`config.mk`:
```
export PLATFORM = sky130hd
export DESIGN_NAME = cpu_top
export DESIGN_NICKNAME = d
export VERILOG_FILES = /design/src/hw/cpu_pkg.sv /design/src/hw/register_file.sv /design/src/hw/alu.sv /design/src/hw/load_store.sv /design/src/hw/control_unit.sv /design/src/hw/cpu_top.sv
export VERILOG_INCLUDE_DIRS = /design/src /design/src/include
export SDC_FILE = /design/constraint.sdc
export NUM_CORES = 2
export LEC_CHECK = 0
export BUFFER_PORTS_ARGS = -buffer_cell sky130_fd_sc_hd__buf_2
export CAP_MARGIN = 20
export CORE_AREA = 4 4 454 456
export CTS_BUF_LIST = sky130_fd_sc_hd__clkbuf_16
export DETAILED_ROUTE_END_ITERATION = 7
export DIE_AREA = 0 0 458 460
export GPL_TIMING_DRIVEN = 0
export PLACE_DENSITY = 0.56
export REMOVE_ABC_BUFFERS = 1
export SLEW_MARGIN = 20
export SYNTH_ARGS = -nofsm -noshare
export SYNTH_HDL_FRONTEND = slang
export SYNTH_SLANG_ARGS = --single-unit
export TNS_END_PERCENT = 50
```
`constraint.sdc`:
```
create_clock -name i_clk -period 11.5 [get_ports i_clk]
set_input_delay 0.575 -clock i_clk [delete_from_list [all_inputs] [get_ports i_clk]]
set_output_delay 0.575 -clock i_clk [all_outputs]
set_load 0.03 [all_outputs]
```
`src/include/cpu_macros.svh`:
```
`ifndef CPU_MACROS_SVH
`define CPU_MACROS_SVH

// Data path and address width
`define CPU_XLEN 32

// Architectural registers x0 to x31
`define CPU_NUM_REGS 32

// Program counter after reset
`define CPU_RESET_PC 32'h0000_0000

// Fetching this word stops the core
`define CPU_HALT_WORD 32'h0000_00FF

`endif

```
`src/hw/cpu_pkg.sv`:
```
package cpu_pkg;

  // Major opcodes of the supported RV32I subset
  typedef enum logic [6:0] {
    OP     = 7'b0110011,
    OP_IMM = 7'b0010011,
    LUI    = 7'b0110111,
    JAL    = 7'b1101111,
    BRANCH = 7'b1100011,
    LOAD   = 7'b0000011,
    STORE  = 7'b0100011
  } opcode_e;

  typedef enum logic {
    FETCH   = 1'b0,
    EXECUTE = 1'b1
  } state_e;

  typedef enum logic [3:0] {
    ADD,
    SUB,
    AND,
    OR,
    XOR,
    SLT,
    SLL,
    SRL,
    PASS_B
  } alu_op_e;

  // Instruction formats, all 32 bits with the opcode in bits 6:0
  typedef struct packed {
    logic [6:0] funct7;
    logic [4:0] rs2;
    logic [4:0] rs1;
    logic [2:0] funct3;
    logic [4:0] rd;
    opcode_e    opcode;
  } r_fmt_t;

  typedef struct packed {
    logic [11:0] imm;
    logic [4:0]  rs1;
    logic [2:0]  funct3;
    logic [4:0]  rd;
    opcode_e     opcode;
  } i_fmt_t;

  typedef struct packed {
    logic [6:0] imm_hi;
    logic [4:0] rs2;
    logic [4:0] rs1;
    logic [2:0] funct3;
    logic [4:0] imm_lo;
    opcode_e    opcode;
  } s_fmt_t;

  // Branch offset bits are scattered, bit 0 is implied zero
  typedef struct packed {
    logic       imm12;
    logic [5:0] imm10_5;
    logic [4:0] rs2;
    logic [4:0] rs1;
    logic [2:0] funct3;
    logic [3:0] imm4_1;
    logic       imm11;
    opcode_e    opcode;
  } b_fmt_t;

  typedef struct packed {
    logic [19:0] imm;
    logic [4:0]  rd;
    opcode_e     opcode;
  } u_fmt_t;

  typedef struct packed {
    logic       imm20;
    logic [9:0] imm10_1;
    logic       imm11;
    logic [7:0] imm19_12;
    logic [4:0] rd;
    opcode_e    opcode;
  } j_fmt_t;

  typedef union packed {
    r_fmt_t r;
    i_fmt_t i;
    s_fmt_t s;
    b_fmt_t b;
    u_fmt_t u;
    j_fmt_t j;
  } instr_t;

endpackage

```
`src/hw/register_file.sv`:
```
`timescale 1ns/10ps
`include "cpu_macros.svh"

module register_file (
  input  logic                                i_clk,
  input  logic                                i_rst,
  input  cpu_pkg::instr_t                     i_instr,
  input  logic                                i_we,
  input  logic [`CPU_XLEN-1:0]                i_wdata,
  output logic [`CPU_XLEN-1:0]                o_rs1_data,
  output logic [`CPU_XLEN-1:0]                o_rs2_data,
  output logic [`CPU_NUM_REGS*`CPU_XLEN-1:0]  o_regs
);

  logic [`CPU_XLEN-1:0] r_regs [`CPU_NUM_REGS];

  // x0 is never written so it keeps its reset value of zero
  always_ff @(posedge i_clk) begin
    if (i_rst) begin
      for (int k = 0; k < `CPU_NUM_REGS; k++) begin
        r_regs[k] <= '0;
      end
    end else if (i_we && (i_instr.r.rd != 5'd0)) begin
      r_regs[i_instr.r.rd] <= i_wdata;
    end
  end

  // Operand reads straight from the IR fields
  assign o_rs1_data = r_regs[i_instr.r.rs1];
  assign o_rs2_data = r_regs[i_instr.r.rs2];

  // Flattened view, x0 in the lowest word
  for (genvar g = 0; g < `CPU_NUM_REGS; g++) begin : g_flat
    assign o_regs[g*`CPU_XLEN +: `CPU_XLEN] = r_regs[g];
  end

endmodule

```
`src/hw/alu.sv`:
```
`timescale 1ns/10ps
`include "cpu_macros.svh"

module alu (
  input  cpu_pkg::state_e       i_state,
  input  cpu_pkg::instr_t       i_instr,
  input  logic [`CPU_XLEN-1:0]  i_rs1_data,
  input  logic [`CPU_XLEN-1:0]  i_rs2_data,
  input  logic [`CPU_XLEN-1:0]  i_pc,
  output logic                  o_alu_wb,
  output logic [`CPU_XLEN-1:0]  o_result,
  output logic [`CPU_XLEN-1:0]  o_jump_address,
  output logic                  o_jump_dv
);

  cpu_pkg::opcode_e      w_opcode;
  cpu_pkg::alu_op_e      w_alu_op;
  logic [`CPU_XLEN-1:0]  w_imm_i;
  logic [`CPU_XLEN-1:0]  w_imm_u;
  logic [`CPU_XLEN-1:0]  w_imm_b;
  logic [`CPU_XLEN-1:0]  w_imm_j;
  logic [`CPU_XLEN-1:0]  w_op_a;
  logic [`CPU_XLEN-1:0]  w_op_b;
  logic                  w_executing;
  logic                  w_branch_taken;

  assign w_opcode    = i_instr.r.opcode;
  assign w_executing = (i_state == cpu_pkg::EXECUTE);

  // Sign-extended immediates per format
  assign w_imm_i = {{20{i_instr.i.imm[11]}}, i_instr.i.imm};
  assign w_imm_u = {i_instr.u.imm, 12'b0};
  assign w_imm_b = {{20{i_instr.b.imm12}}, i_instr.b.imm11, i_instr.b.imm10_5,
                    i_instr.b.imm4_1, 1'b0};
  assign w_imm_j = {{12{i_instr.j.imm20}}, i_instr.j.imm19_12, i_instr.j.imm11,
                    i_instr.j.imm10_1, 1'b0};

  // Operation and operand selection
  always_comb begin
    w_alu_op = cpu_pkg::ADD;
    w_op_a   = i_rs1_data;
    w_op_b   = i_rs2_data;
    case (w_opcode)
      cpu_pkg::OP, cpu_pkg::OP_IMM: begin
        if (w_opcode == cpu_pkg::OP_IMM) begin
          w_op_b = w_imm_i;
        end
        case (i_instr.r.funct3)
          3'b000: begin
            // SUB only exists in the register form
            if ((w_opcode == cpu_pkg::OP) && i_instr.r.funct7[5]) begin
              w_alu_op = cpu_pkg::SUB;
            end else begin
              w_alu_op = cpu_pkg::ADD;
            end
          end
          3'b001:  w_alu_op = cpu_pkg::SLL;
          3'b010:  w_alu_op = cpu_pkg::SLT;
          3'b100:  w_alu_op = cpu_pkg::XOR;
          3'b101:  w_alu_op = cpu_pkg::SRL;
          3'b110:  w_alu_op = cpu_pkg::OR;
          3'b111:  w_alu_op = cpu_pkg::AND;
          default: w_alu_op = cpu_pkg::ADD;
        endcase
      end
      cpu_pkg::LUI: begin
        w_op_b   = w_imm_u;
        w_alu_op = cpu_pkg::PASS_B;
      end
      // Link value is PC+4
      cpu_pkg::JAL: begin
        w_op_a = i_pc;
        w_op_b = `CPU_XLEN'd4;
      end
      default: w_alu_op = cpu_pkg::ADD;
    endcase
  end

  always_comb begin
    case (w_alu_op)
      cpu_pkg::SUB:    o_result = w_op_a - w_op_b;
      cpu_pkg::AND:    o_result = w_op_a & w_op_b;
      cpu_pkg::OR:     o_result = w_op_a | w_op_b;
      cpu_pkg::XOR:    o_result = w_op_a ^ w_op_b;
      cpu_pkg::SLT:    o_result = {{(`CPU_XLEN-1){1'b0}}, $signed(w_op_a) < $signed(w_op_b)};
      cpu_pkg::SLL:    o_result = w_op_a << w_op_b[4:0];
      cpu_pkg::SRL:    o_result = w_op_a >> w_op_b[4:0];
      cpu_pkg::PASS_B: o_result = w_op_b;
      default:         o_result = w_op_a + w_op_b;
    endcase
  end

  // BEQ and BNE only
  always_comb begin
    case (i_instr.b.funct3)
      3'b000:  w_branch_taken = (i_rs1_data == i_rs2_data);
      3'b001:  w_branch_taken = (i_rs1_data != i_rs2_data);
      default: w_branch_taken = 1'b0;
    endcase
  end

  assign o_jump_address = i_pc + ((w_opcode == cpu_pkg::JAL) ? w_imm_j : w_imm_b);

  assign o_jump_dv = w_executing && ((w_opcode == cpu_pkg::JAL) ||
                     ((w_opcode == cpu_pkg::BRANCH) && w_branch_taken));

  assign o_alu_wb = w_executing && ((w_opcode == cpu_pkg::OP) ||
                    (w_opcode == cpu_pkg::OP_IMM) || (w_opcode == cpu_pkg::LUI) ||
                    (w_opcode == cpu_pkg::JAL));

endmodule

```
`src/hw/load_store.sv`:
```
`timescale 1ns/10ps
`include "cpu_macros.svh"

module load_store (
  input  logic                  i_clk,
  input  logic                  i_rst,
  input  cpu_pkg::state_e       i_state,
  input  cpu_pkg::instr_t       i_instr,
  input  logic                  i_start_fetch,
  input  logic [`CPU_XLEN-1:0]  i_pc,
  input  logic [`CPU_XLEN-1:0]  i_rs1_data,
  input  logic [`CPU_XLEN-1:0]  i_rs2_data,
  input  logic [`CPU_XLEN-1:0]  i_bus_data,
  input  logic                  i_bus_dv,
  output logic [`CPU_XLEN-1:0]  o_bus_data,
  output logic [`CPU_XLEN-1:0]  o_bus_address,
  output logic                  o_bus_dv,
  output logic                  o_write_notread,
  output logic [`CPU_XLEN-1:0]  o_ir_value,
  output logic                  o_ir_dv,
  output logic [`CPU_XLEN-1:0]  o_load_value,
  output logic                  o_load_dv,
  output logic                  o_ld_st_done
);

  logic                  r_busy;
  // Outstanding request is an instruction fetch
  logic                  r_fetch;
  logic                  r_bus_dv;
  logic                  r_write_notread;
  logic [`CPU_XLEN-1:0]  r_bus_address;
  logic [`CPU_XLEN-1:0]  r_bus_data;
  logic                  w_is_store;
  logic                  w_start_data;
  logic                  w_start_fetch;
  logic [`CPU_XLEN-1:0]  w_data_address;

  assign w_is_store = (i_instr.s.opcode == cpu_pkg::STORE);

  // Effective address is rs1 plus the I- or S-immediate
  assign w_data_address = i_rs1_data + (w_is_store ?
      {{20{i_instr.s.imm_hi[6]}}, i_instr.s.imm_hi, i_instr.s.imm_lo} :
      {{20{i_instr.i.imm[11]}}, i_instr.i.imm});

  assign w_start_fetch = i_start_fetch && !r_busy;
  assign w_start_data  = (i_state == cpu_pkg::EXECUTE) && !r_busy &&
                         ((i_instr.i.opcode == cpu_pkg::LOAD) || w_is_store);

  always_ff @(posedge i_clk) begin
    if (i_rst) begin
      r_busy          <= 1'b0;
      r_fetch         <= 1'b0;
      r_bus_dv        <= 1'b0;
      r_write_notread <= 1'b0;
    end else begin
      r_bus_dv <= 1'b0;
      if (r_busy) begin
        if (i_bus_dv) begin
          r_busy          <= 1'b0;
          r_write_notread <= 1'b0;
        end
      end else if (w_start_fetch) begin
        r_busy          <= 1'b1;
        r_fetch         <= 1'b1;
        r_bus_dv        <= 1'b1;
        r_write_notread <= 1'b0;
      end else if (w_start_data) begin
        r_busy          <= 1'b1;
        r_fetch         <= 1'b0;
        r_bus_dv        <= 1'b1;
        r_write_notread <= w_is_store;
      end
    end
  end

  // Address and write data held for the whole request
  always_ff @(posedge i_clk) begin
    if (w_start_fetch) begin
      r_bus_address <= i_pc;
    end else if (w_start_data) begin
      r_bus_address <= w_data_address;
      r_bus_data    <= i_rs2_data;
    end
  end

  assign o_bus_dv        = r_bus_dv;
  assign o_bus_address   = r_bus_address;
  assign o_bus_data      = r_bus_data;
  assign o_write_notread = r_write_notread;

  // Route the response by request kind
  assign o_ir_value   = i_bus_data;
  assign o_ir_dv      = r_busy && r_fetch && i_bus_dv;
  assign o_load_value = i_bus_data;
  assign o_load_dv    = r_busy && !r_fetch && !r_write_notread && i_bus_dv;
  assign o_ld_st_done = r_busy && !r_fetch && i_bus_dv;

endmodule

```
`src/hw/control_unit.sv`:
```
`timescale 1ns/10ps
`include "cpu_macros.svh"

module control_unit (
  input  logic                  i_clk,
  input  logic                  i_rst,
  input  logic [`CPU_XLEN-1:0]  i_ir_value,
  input  logic                  i_ir_dv,
  input  logic                  i_alu_wb,
  input  logic [`CPU_XLEN-1:0]  i_jump_address,
  input  logic                  i_jump_dv,
  input  logic                  i_ld_st_done,
  output cpu_pkg::state_e       o_state,
  output logic                  o_start_fetch,
  output cpu_pkg::instr_t       o_instr,
  output logic [`CPU_XLEN-1:0]  o_pc,
  output logic                  o_halted
);

  cpu_pkg::state_e       r_state;
  cpu_pkg::instr_t       r_instr;
  logic [`CPU_XLEN-1:0]  r_pc;
  logic                  r_halted;
  logic                  r_start_fetch;
  logic                  r_boot;
  logic                  w_exec_done;

  // End of EXECUTE, chosen by the opcode held in the IR
  always_comb begin
    case (r_instr.r.opcode)
      cpu_pkg::LOAD, cpu_pkg::STORE: w_exec_done = i_ld_st_done;
      cpu_pkg::OP, cpu_pkg::OP_IMM,
      cpu_pkg::LUI, cpu_pkg::JAL:    w_exec_done = i_alu_wb;
      // Branches and unknown words retire in one cycle
      default:                       w_exec_done = 1'b1;
    endcase
  end

  always_ff @(posedge i_clk) begin
    if (i_rst) begin
      r_state       <= cpu_pkg::FETCH;
      r_instr       <= '0;
      r_pc          <= `CPU_RESET_PC;
      r_halted      <= 1'b0;
      r_start_fetch <= 1'b0;
      r_boot        <= 1'b1;
    end else begin
      // First fetch is kicked off one cycle after reset
      r_boot        <= 1'b0;
      r_start_fetch <= r_boot;

      case (r_state)
        cpu_pkg::FETCH: begin
          if (i_ir_dv) begin
            if (i_ir_value == `CPU_HALT_WORD) begin
              // Stay in FETCH with no further requests
              r_halted <= 1'b1;
            end else begin
              r_instr <= i_ir_value;
              r_state <= cpu_pkg::EXECUTE;
            end
          end
        end
        cpu_pkg::EXECUTE: begin
          if (w_exec_done) begin
            r_pc          <= i_jump_dv ? i_jump_address : r_pc + `CPU_XLEN'd4;
            r_state       <= cpu_pkg::FETCH;
            r_start_fetch <= 1'b1;
          end
        end
        default: r_state <= cpu_pkg::FETCH;
      endcase
    end
  end

  assign o_state       = r_state;
  assign o_start_fetch = r_start_fetch;
  assign o_instr       = r_instr;
  assign o_pc          = r_pc;
  assign o_halted      = r_halted;

endmodule

```
`src/hw/cpu_top.sv`:
```
`timescale 1ns/10ps
`include "cpu_macros.svh"

module cpu_top (
  input  logic                                  i_clk,
  input  logic                                  i_rst,
  input  logic [`CPU_XLEN-1:0]                  i_bus_data,
  input  logic                                  i_bus_dv,
  output logic [`CPU_XLEN-1:0]                  o_bus_data,
  output logic [`CPU_XLEN-1:0]                  o_bus_address,
  output logic                                  o_bus_dv,
  output logic                                  o_write_notread,
  output logic                                  o_halted,
  output logic [`CPU_XLEN-1:0]                  o_pc,
  output logic [`CPU_NUM_REGS*`CPU_XLEN-1:0]    o_regs
);

  // Sequencer
  cpu_pkg::state_e       w_state;
  cpu_pkg::instr_t       w_instr;
  logic                  w_start_fetch;
  logic [`CPU_XLEN-1:0]  w_pc;

  // Fetched word on its way to the instruction register
  logic [`CPU_XLEN-1:0]  w_ir_value;
  logic                  w_ir_dv;

  // ALU
  logic                  w_alu_wb;
  logic [`CPU_XLEN-1:0]  w_alu_result;
  logic [`CPU_XLEN-1:0]  w_jump_address;
  logic                  w_jump_dv;

  // Data access
  logic [`CPU_XLEN-1:0]  w_load_value;
  logic                  w_load_dv;
  logic                  w_ld_st_done;

  // Register file
  logic [`CPU_XLEN-1:0]  w_rs1_data;
  logic [`CPU_XLEN-1:0]  w_rs2_data;
  logic [`CPU_XLEN-1:0]  w_rf_wdata;
  logic                  w_rf_we;

  // Write back either the ALU result or the loaded word
  assign w_rf_wdata = w_alu_wb ? w_alu_result : w_load_value;
  assign w_rf_we    = w_alu_wb | w_load_dv;

  assign o_pc = w_pc;

  control_unit m_control_unit (
    .i_clk          (i_clk),
    .i_rst          (i_rst),
    .i_ir_value     (w_ir_value),
    .i_ir_dv        (w_ir_dv),
    .i_alu_wb       (w_alu_wb),
    .i_jump_address (w_jump_address),
    .i_jump_dv      (w_jump_dv),
    .i_ld_st_done   (w_ld_st_done),
    .o_state        (w_state),
    .o_start_fetch  (w_start_fetch),
    .o_instr        (w_instr),
    .o_pc           (w_pc),
    .o_halted       (o_halted)
  );

  register_file m_register_file (
    .i_clk      (i_clk),
    .i_rst      (i_rst),
    .i_instr    (w_instr),
    .i_we       (w_rf_we),
    .i_wdata    (w_rf_wdata),
    .o_rs1_data (w_rs1_data),
    .o_rs2_data (w_rs2_data),
    .o_regs     (o_regs)
  );

  alu m_alu (
    .i_state        (w_state),
    .i_instr        (w_instr),
    .i_rs1_data     (w_rs1_data),
    .i_rs2_data     (w_rs2_data),
    .i_pc           (w_pc),
    .o_alu_wb       (w_alu_wb),
    .o_result       (w_alu_result),
    .o_jump_address (w_jump_address),
    .o_jump_dv      (w_jump_dv)
  );

  load_store m_load_store (
    .i_clk           (i_clk),
    .i_rst           (i_rst),
    .i_state         (w_state),
    .i_instr         (w_instr),
    .i_start_fetch   (w_start_fetch),
    .i_pc            (w_pc),
    .i_rs1_data      (w_rs1_data),
    .i_rs2_data      (w_rs2_data),
    .i_bus_data      (i_bus_data),
    .i_bus_dv        (i_bus_dv),
    .o_bus_data      (o_bus_data),
    .o_bus_address   (o_bus_address),
    .o_bus_dv        (o_bus_dv),
    .o_write_notread (o_write_notread),
    .o_ir_value      (w_ir_value),
    .o_ir_dv         (w_ir_dv),
    .o_load_value    (w_load_value),
    .o_load_dv       (w_load_dv),
    .o_ld_st_done    (w_ld_st_done)
  );

endmodule

```
==> impl_metrics.tcl <==
set metrics [dict create \
    setup_viol 0 \
    combPwrFrac 0.196 \
    start_util 0.354 \
    grt_pass1_wl_um 610000 \
    violations "design-rule violations" \
    core_um2 202000 \
    drc_errors 1 \
    grt_pass1_vias 64000 \
    antenna_found_initial 38 \
    worst_pin_slew_ns 1.25 \
    htreeDepth 4 \
    vias_per_cell 6.71 \
    routed_wl_um 470000 \
    hold_buffers 1 \
    syn_inst 6518 \
    vdd_ir_drop_max_v 0.000147 \
    grt_max_degree 62 \
    end_kind "flop" \
    wl_per_cell_um 45.4 \
    fp.dieArea_um2 211000 \
    p_clk_frac 0.387 \
    hold_class "input port to flop" \
    clockBufferDepth 3 \
    required_ns 12.06 \
    gp_congestion 1.04 \
    synth_cell_types 103 \
    clkLatencyLatePin_ns 0.86 \
    filler_cell_count 18800 \
    boundaryPins 1158 \
    overflow 0 \
    timing.slew.headroom 0.153 \
    seqPwrFrac 0.417 \
    grt_use_total 0.428 \
    pre_cts_ws_ns 1.58 \
    cts.reportedPaths.clkPinSlew_ns 0.06 \
    synth-main-ff-cell "edfxtp_1" \
    ctsResizeCount 0 \
    cts_made_buffers 144 \
    cts-root-buf "clkbuf_16" \
    area_growth_pct 25.3 \
    max-cap-violations 0 \
    swShare 0.331 \
    seq_area_frac_synth 0.480 \
    synth.avg_cell_area_um2 11.0 \
    drtPass1Iterations 8 \
    synth-seq-cells 1169 \
    final.min_clock_period_ns 10.35 \
    max_freq_mhz 96.6 \
    dieWidth_um 458 \
    top_layer "met5" \
    status "complete, but fails checks" \
    synth_edf_count 1088 \
    cts_tree "done" \
    ant_nets 0 \
    ys_top_cells_by_area "edfxtp_1 (46%), mux2i_1 (13%), nor2_1 (6.0%)" \
    synth_area_leader_cell "edfxtp_1" \
    syn_area_um2 71500 \
    postLayoutCoreUtil 0.444 \
    row_count 165 \
    finClkSkew_ns 0.0846 \
    synth_top_area_share 0.457 \
    post_cts_buffers 0 \
    critPathArrivalTime_ns 10.91 \
    io_buffer_count 1156 \
    rsz0062_at_grt "no" \
    clock-sinks 1169 \
    crit_type "flop to flop" \
    yosysWarnings 0 \
    crit_path_start_kind "flop" \
    layout_setup_ws_ns 1.15 \
    finalHoldViolations 0 \
    cp_max_fo 39 \
    dr_wl_met3_um 68400 \
    total_leakage_power_nw 34.3 \
    drv_slew 0 \
    power.internal_mw 7.93 \
    drive_above_1_share 0.270 \
    fin_crit_sh 0.900 \
    first_iter_violations 12000 \
    powerDensity_nw_per_um2 132 \
    die_y_um 460 \
    switchingPower_mw 3.92 \
    hpwl_um 356000 \
    async_flop_share 0 \
    wl_met1_um 164000 \
    fin_nets 7752 \
    detailroute.via_count 69500 \
    wl_met2_um 193000 \
]
-- routing by layer --
layer / vias up / track usage
met5: - / 0
met3: 1533 / 0.185
met4: 18 / 0.320
met1: 35100 / 0.512
met2: 6184 / 0.607
li1: 26700 / -
-- sequential cells by signal, indices dropped and copies added (netlist names), named ones only --
name / count
m_load_store.o_bus_dv: 1
m_control_unit.o_state: 1
m_control_unit.r_boot: 1
m_register_file.r_regs: 1024
m_load_store.o_write_notread: 1
m_control_unit.o_halted: 1
m_load_store.r_fetch: 1
m_control_unit.o_pc: 31
m_load_store.o_bus_data: 32
m_load_store.r_busy: 1
m_load_store.o_bus_address: 32
m_control_unit.o_start_fetch: 1
m_control_unit.o_instr: 32
-- cells in the mapped netlist (all sizes together), types with 52 or more instances --
cell type and count:
mux2i 908, a221oi 52, xnor2 62, nand2 281, edfxtp 1088, nand3 133, inv 122, nor4 66
nor2 1154, buf 257, clkbuf 322, o21ai 138, mux4 170, nor3 129, a22oi 396, dfxtp 81
a21oi 295, ha 159
-- cell families after synthesis --
family | share of synthesized area
compound gates | 0.123
xor+xnor | 0.0137
fa+ha+maj | 0.0289
buf+inv | 0.0460
flops | 0.480
mux | 0.183
other cells | 0.0000524
simple gates | 0.125
-- worst paths after layout --
path	from	cells after the start	slack, ns	endpoint
setup / recovery	flop	23	1.15	m_register_file.r_regs[25][25]
hold / removal	i_bus_data[16]	3	0.08	m_control_unit.o_instr[16]
setup reg to reg	flop	23	1.15	m_register_file.r_regs[25][25]
hold reg to reg	m_control_unit.r_boot	2	0.46	m_control_unit.o_start_fetch
-- cells in the final DEF (no fill, tap or decap), types with 38 or more instances in the layout --
cell,synthesis,final
xnor2_1,62,62
xor2_1,50,50
nand4_1,49,49
a221oi_1,48,48
ha_1,159,159
nor3_1,129,127
a22oi_1,395,393
dfxtp_1,81,73
nand3_1,132,130
a21oi_1,295,292
mux4_2,170,170
o21ai_0,117,117
a21o_1,50,50
buf_2,137,1162
nor2_1,1152,1137
mux2i_1,908,886
buf_16,0,104
buf_12,0,70
inv_1,119,139
nand2_4,0,64
edfxtp_1,1088,1088
buf_6,22,38
nand2_1,280,212
clkbuf_16,0,145
-- critical path: stages (launching register included) --
cell and delay (ns):
dfxtp_4 0.70, buf_12 0.28, buf_16 0.29, buf_16 0.30, buf_16 0.30, nor2b_1 0.95
a22oi_1 0.22, nand3_1 0.17, nand4_1 0.93, o21ai_2 1.04, inv_1 0.56, ha_1 0.42
nor2_1 0.20, nand2_1 0.07, o21ai_0 0.77, o41ai_2 0.28, a21oi_1 0.56, a21oi_1 0.24
xor2_1 0.18, o22ai_1 0.17, a2111oi_2 0.73, o2bb2ai_4 0.23, buf_12 0.23, nor2_1 0.07
-- stage by stage --
| step | cell area (um2) | TNS [ns] | hold slack [ns] | instances | power (mW) |
|---|---|---|---|---|---|
| after detailed placement | 84900 | 0 | 0.441 | 10100 | 7.24 |
| after global placement | 77900 | - | 0.431 | 9799 | 7.16 |
| after CTS | 89500 | 0 | 0.0418 | 10300 | 11.7 |
| after global routing | 89600 | 0 | 0.0845 | 10300 | 12.1 |
| final | 89600 | 0 | 0.0847 | 10400 | 11.9 |
| after floorplan | 68800 | -9448.27 | 0.416 | 5971 | 6.14 |
-- power by group through the flow --
| stage | sequential [mW] | combinational, mW | clock [mW] |
|---|---|---|---|
| global route | 4.95 | 2.34 | 4.76 |
| global placement | 5.05 | 2.11 | 0 |
| CTS | 4.93 | 2.22 | 4.58 |
| floorplan | 5.27 | 0.877 | 0 |
| finish | 4.94 | 2.32 | 4.59 |
| detailed placement | 5.02 | 2.21 | 0 |
-- cell type report --
| class | count | area (um2) | share of cell area |
|---|---|---|---|
| sequential | 1169 | 34300 | 0.383 |
| timing repair buffer | 1437 | 11200 | 0.126 |
| clock inverter | 109 | 983 | 0.0110 |
| tap | 2672 | 3340 | 0.0373 |
| inverter | 124 | 475 | 0.00531 |
| antenna | 20 | 50.0 | 0.000559 |
| clock buffer | 145 | 3630 | 0.0405 |
| multi-input combinational | 4678 | 35500 | 0.397 |
Note: power is estimated with default switching activity, not from simulation.
